## src/hw/lc3b_types.sv

```systemverilog
package lc3b_types;

typedef logic [15:0] lc3b_word;
typedef logic [127:0] lc3b_cacheline;

// address = {tag, index, offset}
typedef logic [7:0] lc3b_l2_tag;
typedef logic [3:0] lc3b_l2_index;
typedef logic [2:0] lc3b_l2_lru;

typedef struct packed {
    logic load_d;
    logic load_v;
    logic load_td;
    logic d_in;
    logic v_in;
} lc3b_way_ctl;

typedef struct packed {
    lc3b_way_ctl way0;
    lc3b_way_ctl way1;
    lc3b_way_ctl way2;
    lc3b_way_ctl way3;
    logic        load_lru;
} lc3b_l2_ctl;

typedef struct packed {
    logic hit;
    logic d_out;
} lc3b_way_state;

typedef struct packed {
    lc3b_way_state way0;
    lc3b_way_state way1;
    lc3b_way_state way2;
    lc3b_way_state way3;
} lc3b_l2_state;

typedef enum logic [1:0] {
    s_check,
    s_writeback,
    s_allocate
} lc3b_l2_fsm;

typedef enum logic [2:0] {
    addr_request = 3'd0,
    addr_way0    = 3'd1,
    addr_way1    = 3'd2,
    addr_way2    = 3'd3,
    addr_way3    = 3'd4
} lc3b_l2_addr_sel;

// bit 0 picks the half, bit 1 or bit 2 the way inside it
function automatic logic [1:0] plru_victim(input lc3b_l2_lru lru);
    if (!lru[0]) begin
        return {1'b0, lru[1]};
    end
    return {1'b1, lru[2]};
endfunction

endpackage : lc3b_types

```

## src/hw/l2_cache_control.sv

```systemverilog
`timescale 1ns/1ps

module l2_cache_control
    import lc3b_types::*;
(
    input  logic            clk,
    input  logic            rst,
    input  logic            mem_read,
    input  logic            mem_write,
    input  lc3b_l2_state    state,
    input  logic [1:0]      victim_way,
    input  logic            victim_dirty,
    input  lc3b_l2_lru      lru_next,
    input  logic            pmem_resp,
    output lc3b_l2_ctl      ctl,
    output logic            fill_from_mem,
    output logic [1:0]      touch_way,
    output lc3b_l2_addr_sel pmemaddr_sel,
    output logic            mem_resp,
    output logic            pmem_read,
    output logic            pmem_write
);

    lc3b_l2_fsm      fsm;
    lc3b_l2_fsm      fsm_next;
    lc3b_way_ctl     way_ctl [4];
    logic            load_lru;
    logic [3:0]      hits;
    logic [1:0]      hit_way;
    logic            request;
    lc3b_l2_addr_sel victim_sel;

    assign hits = {state.way3.hit, state.way2.hit, state.way1.hit, state.way0.hit};
    assign request = mem_read | mem_write;

    // one-hot hit to way number
    always_comb begin
        hit_way = 2'd0;
        for (int w = 0; w < 4; w++) begin
            if (hits[w]) begin
                hit_way = 2'(w);
            end
        end
    end

    always_comb begin
        unique case (victim_way)
            2'd0: victim_sel = addr_way0;
            2'd1: victim_sel = addr_way1;
            2'd2: victim_sel = addr_way2;
            default: victim_sel = addr_way3;
        endcase
    end

    always_ff @(posedge clk) begin
        if (rst) begin
            fsm <= s_check;
        end else begin
            fsm <= fsm_next;
        end
    end

    always_comb begin
        fsm_next = fsm;
        for (int w = 0; w < 4; w++) begin
            way_ctl[w] = '0;
        end
        load_lru = 1'b0;
        fill_from_mem = 1'b1;
        touch_way = victim_way;
        pmemaddr_sel = addr_request;
        mem_resp = 1'b0;
        pmem_read = 1'b0;
        pmem_write = 1'b0;

        unique case (fsm)
            s_check: begin
                if (request && |hits) begin
                    touch_way = hit_way;
                    mem_resp = 1'b1;
                    load_lru = 1'b1;
                    if (mem_write) begin
                        fill_from_mem = 1'b0;
                        way_ctl[hit_way].load_td = 1'b1;
                        way_ctl[hit_way].load_d = 1'b1;
                        way_ctl[hit_way].d_in = 1'b1;
                    end
                end else if (request) begin
                    fsm_next = victim_dirty ? s_writeback : s_allocate;
                end
            end
            s_writeback: begin
                pmem_write = 1'b1;
                pmemaddr_sel = victim_sel;
                if (pmem_resp) begin
                    fsm_next = s_allocate;
                end
            end
            s_allocate: begin
                pmem_read = 1'b1;
                if (pmem_resp) begin
                    // new line lands clean in the victim way
                    way_ctl[victim_way].load_td = 1'b1;
                    way_ctl[victim_way].load_v = 1'b1;
                    way_ctl[victim_way].v_in = 1'b1;
                    way_ctl[victim_way].load_d = 1'b1;
                    way_ctl[victim_way].d_in = 1'b0;
                    load_lru = 1'b1;
                    fsm_next = s_check;
                end
            end
            default: fsm_next = s_check;
        endcase
    end

    assign ctl = '{
        way0: way_ctl[0],
        way1: way_ctl[1],
        way2: way_ctl[2],
        way3: way_ctl[3],
        load_lru: load_lru
    };

    a_pmem_excl: assert property (@(posedge clk) disable iff (rst)
        !(pmem_read && pmem_write))
        else $error("pmem_read and pmem_write high together");

    a_resp_in_check: assert property (@(posedge clk) disable iff (rst)
        $rose(mem_resp) |-> fsm == s_check)
        else $error("mem_resp raised in state %s", fsm.name());

endmodule : l2_cache_control

```

## config.mk

```make
export PLATFORM = sky130hd
export DESIGN_NAME = l2_cache_control
export DESIGN_NICKNAME = d
export VERILOG_FILES = /design/src/hw/lc3b_types.sv /design/src/hw/l2_cache_control.sv
export SDC_FILE = /design/constraint.sdc
export NUM_CORES = 1
export LEC_CHECK = 0
export BUFFER_PORTS_ARGS = -buffer_cell sky130_fd_sc_hd__buf_2
export CORE_MARGIN = 2
export CORE_UTILIZATION = 33
export CTS_CLUSTER_SIZE = 10
export DETAILED_ROUTE_END_ITERATION = 12
export PLACE_DENSITY = 0.78
export SYNTH_ARGS = -nofsm -noshare
export SYNTH_HDL_FRONTEND = slang
export SYNTH_SLANG_ARGS = --single-unit
```

## constraint.sdc

```tcl
create_clock -name clk -period 1.69 [get_ports clk]
set_clock_uncertainty 0.2 [all_clocks]
set_input_delay 0.0845 -clock clk [delete_from_list [all_inputs] [get_ports clk]]
set_output_delay 0.0845 -clock clk [all_outputs]
set_load 0.02 [all_outputs]
```

# ---- Word level (Yosys, flattened, before mapping)
# Index checks and enable logic that the tools add are counted.
dict set report classes {
  order_cmp 4
  eq_ne 8
  mux 48
  bitwise_logic 3
  n_reduce_logical 7
}
# operator count
set ops {}
lappend ops {{bitwise mux 20 bit} 6}
lappend ops {{demux 5 bit (select 2 bit)} 8}
lappend ops {{two-way mux 20 bit} 3}
lappend ops {{one-hot mux 20 bit (2 select lines)} 1}
lappend ops {{two-way mux 2 bit} 11}
lappend ops {{two-way mux 1 bit} 10}
lappend ops {{two-way mux 5 bit} 2}
lappend ops {{two-way mux 3 bit} 3}
lappend ops {{one-hot mux 3 bit (3 select lines)} 1}
lappend ops {{inequality test 2 bit (second input constant)} 4}
lappend ops {{>= comparator 3 bit (second input constant)} 2}
lappend ops {{less-than comparator 3 x 1 -> 1 bit (second input constant)} 2}
lappend ops {{inverter 2 -> 3 bit} 2}
lappend ops {{one-hot mux 2 bit (3 select lines)} 1}
lappend ops {{== test 2 x 1 -> 1 bit (second input constant)} 2}
lappend ops {{== test 2 bit (second input constant)} 2}
lappend ops {{logical NOT 2 bit} 2}
lappend ops {{two-way mux 4 bit} 1}
lappend ops {{AND reduction 4 bit} 1}
lappend ops {{OR reduction 4 bit} 1}
lappend ops {{logical AND 1 bit} 3}
lappend ops {{one-hot mux 1 bit (2 select lines)} 1}
lappend ops {{OR 1 bit} 1}
dict set report totals {
  register_bits 2
  input_bits 19
  elab_cells 71
}

# ---- Longest topological paths before layout
dict set report logic_depth {
  ltp_word 13
  ltp_mapped 5
  ltp_nobuf 4
}

# ---- Least setup slack after synthesis
# No wires, ideal clock.
dict set report synth_path {
  path_kind {register to output}
  startpoint {register fsm[1]}
  endpoint {output ctl[10] (netlist bit)}
  arrival_time_ns 1.753
  required_time_ns 1.405
  slack_ns -0.347
  path_stages_with_launch 5
  path_buffers 1
  path_cell_list {dfxtp_1 > nor3b_1 > nor3b_1 > or2_2 > buf_4}
}
# element line_no
set synth_rtl {}
lappend synth_rtl {{from (decl)} l2_cache_control.sv:24} ;# lc3b_l2_fsm fsm;
lappend synth_rtl {{from (signal assigned)} l2_cache_control.sv:57} ;# fsm <= s_check;
lappend synth_rtl {{from (signal assigned)} l2_cache_control.sv:59} ;# fsm <= fsm_next;
lappend synth_rtl {{to (decl)} l2_cache_control.sv:15} ;# output lc3b_l2_ctl ctl,

==> results.yml <==
run_status:
  status: "complete, no violations"
worst_setup_path:
  crit_type: "flip-flop to output pin"
  required_ns: 1.41
  end_kind: "output pin"
  crit_path_start_kind: "flip-flop"
  cp_max_fo: 7
  worstPathArrival_ns: 1.38
sta:
  worstMarginPinSlew_ns: 0.3472
  period_share_pct: 98.54
  setup_violations: 0
  slew_headroom_pct: 76.52
  post-route-min-period_ns: 1.665
  tns_ns: 0
  rsz0062_at_grt: "yes"
  slew_viol_final: 0
  hold_viol_final: 0
  max_freq_mhz: 600.5
die:
  die_h_um: 40.90
  start_util_pct: 34.96
  die-area_um2: 1672
  die-width_um: 40.90
  coreArea_um2: 1285
  num_io_pins: 49
  rows: 13
drt:
  met3_length_um: 129
  wl_per_cell_um: 12.42
  topRoutingLayerUsed: "met3"
  m1WireLength_um: 465
  vias: 559
  drc_errors: 0
  drtAntennaViolNets: 0
  routed-wl-met2_um: 809
  drt_first_pass_iters: 3
  postRouteWirelength_mm: 1.404
  vias_per_cell: 4.947
  drt_iter0_drc: 3
cts:
  cts_tree: "done"
  numCtsBuffers: 3
  clk_pin_slew_worst_paths_ns: 0.03
  clockRootBuffer: "clkbuf_4"
  numClockSinks: 2
  clockBufferDepth: 2
  clk_latency_ns: 0.23
  h-tree-depth: 1
power:
  power_density_nw_per_um2: 396.5
  leakage_nw: 0.4456
  totalPowerFinal_w: 0.0003120
  peakVddDrop_mv: 0.3482
hold_path:
  hp-class: "input port to flip-flop"
synthesis:
  ys_ff_latch: 2
  synth_async_sr_flop_share_pct: 0
  ys_types: 24
  netlist_area_um2: 449.2
  synth_area_per_cell_um2: 7.880
  synth_edf_count: 0
  yosysSeqAreaShare_pct: 8.914
  syn_inst: 57
  syn_nets: 81
  ys_warn_count: 0
  synth_ff_type: "dfxtp_1"
finish:
  top_register: "fsm"
  final.fill_count: 118
  largest_reg_flops: 2
  drive_gt1_share_pct: 68.37
  layout-area-overhead-vs-synth_pct: 75.21
  diodes: 0
  fin_nets: 124
  top_regs: "fsm (2)"
placed_design:
  portBuffers: 41
  hpwl_mm: 1.020
  gp_congestion: 0.6399
grt:
  grt_overflow_total: 0
  grt_max_degree: 8
  grt_pass1_vias: 491
  grt_first_pass_wirelength_mm: 1.938
  track_usage_pct: 18.14
  antenna_found_initial: 0
run:
  maxCapViolCount: 0
Yosys cell counts (2+ instances only):
library cell / count / area share, %
buf_4: 9 / 15
or2_2: 4 / 5.6
nor3b_1: 2 / 3.3
nor2_1: 5 / 4.2
o21ai_0: 2 / 2.2
nor2b_1: 3 / 4.2
inv_1: 4 / 3.3
ha_1: 5 / 14
dfxtp_1: 2 / 8.9
and2_1: 7 / 9.7
stage by stage:
step	instance area [um2]	utilization, %	cells	hold slack, ns	setup slack [ns]
finish	787.0	61.25	113	0.02095	0.02476
global route	787.0	61.25	113	0.01618	-0.02446
CTS	759.5	59.10	112	0.01270	0.01266
detailed placement	636.9	49.56	106	0.1174	0.03185
global placement	636.9	49.56	106	0.1022	0.05917
floorplan	465.4	-	57	-0.03548	0.007791
where the power goes:
part	switching (W)	leakage, nW	internal, W
registers	0.00000271	0.0178	0.0000463
clock network	0.0000280	0.0138	0.0000784
logic	0.0000836	0.414	0.0000730
timing repair:
| item | in CTS | in global routing |
|---|---|---|
| endpoints found under the hold margin | 2 | 0 |
| pin swaps | 1 | 6 |
| endpoints found under the setup margin | 8 | 12 |
| resized for setup | 26 | 7 |
| setup buffers | 1 | 1 |
| hold buffers | 2 | 0 |
worst paths after layout:
path / start / end / slack (ns) / depth (start not counted)
worst max-delay path: fsm[1] / ctl[13] / 0.02 / 4
worst min-delay path: victim_dirty / fsm[1] / 0.02 / 3
worst max register to register: fsm[0] / fsm[1] / 0.46 / 3
worst min register to register: fsm[1] / fsm[1] / 0.32 / 1
routing by layer:
metal,global-route usage (%),up-vias
met2,40.63,33
met4,7.500,0
li1,-,271
met1,13.92,255
met3,3.261,0
met5,0,-
cell families after synthesis:
group / Yosys count / share of synthesized area [%]
muxes: 1 / 2.229
adders and majority gates: 5 / 13.93
DFF: 2 / 8.914
AOI/OAI and AO/OA: 8 / 16.71
buffers and inverters: 13 / 18.38
and+or+nand+nor: 28 / 39.83
critical path, stage by stage (launching register included):
cell,delay [ns]
dfxtp_4,0.37
and3b_2,0.25
and2_4,0.17
or2_4,0.23
buf_6,0.13
cells in the final DEF (no fill, tap or decap), types with 2 or more instances in the layout:
cell type and count:
and2_1 3, o21ai_0 2, inv_1 4, dfxtp_4 2, buf_2 32, and2_4 4, buf_6 8, ha_1 5
clkbuf_4 3, nor2b_1 2, buf_4 5, or2_4 4, dlygate4sd3_1 2, nor2_1 4, nor3b_4 2
final cells by class:
type	count	area [um2]	share of cell area, %
Timing Repair Buffer	47	307.8	39.11
Tap cell	15	18.77	2.385
Sequential cell	2	47.55	6.041
Inverter	4	15.01	1.908
Clock buffer	3	22.52	2.862
Multi-Input combinational cell	42	375.4	47.69
Power figures use the tool's default switching activity.
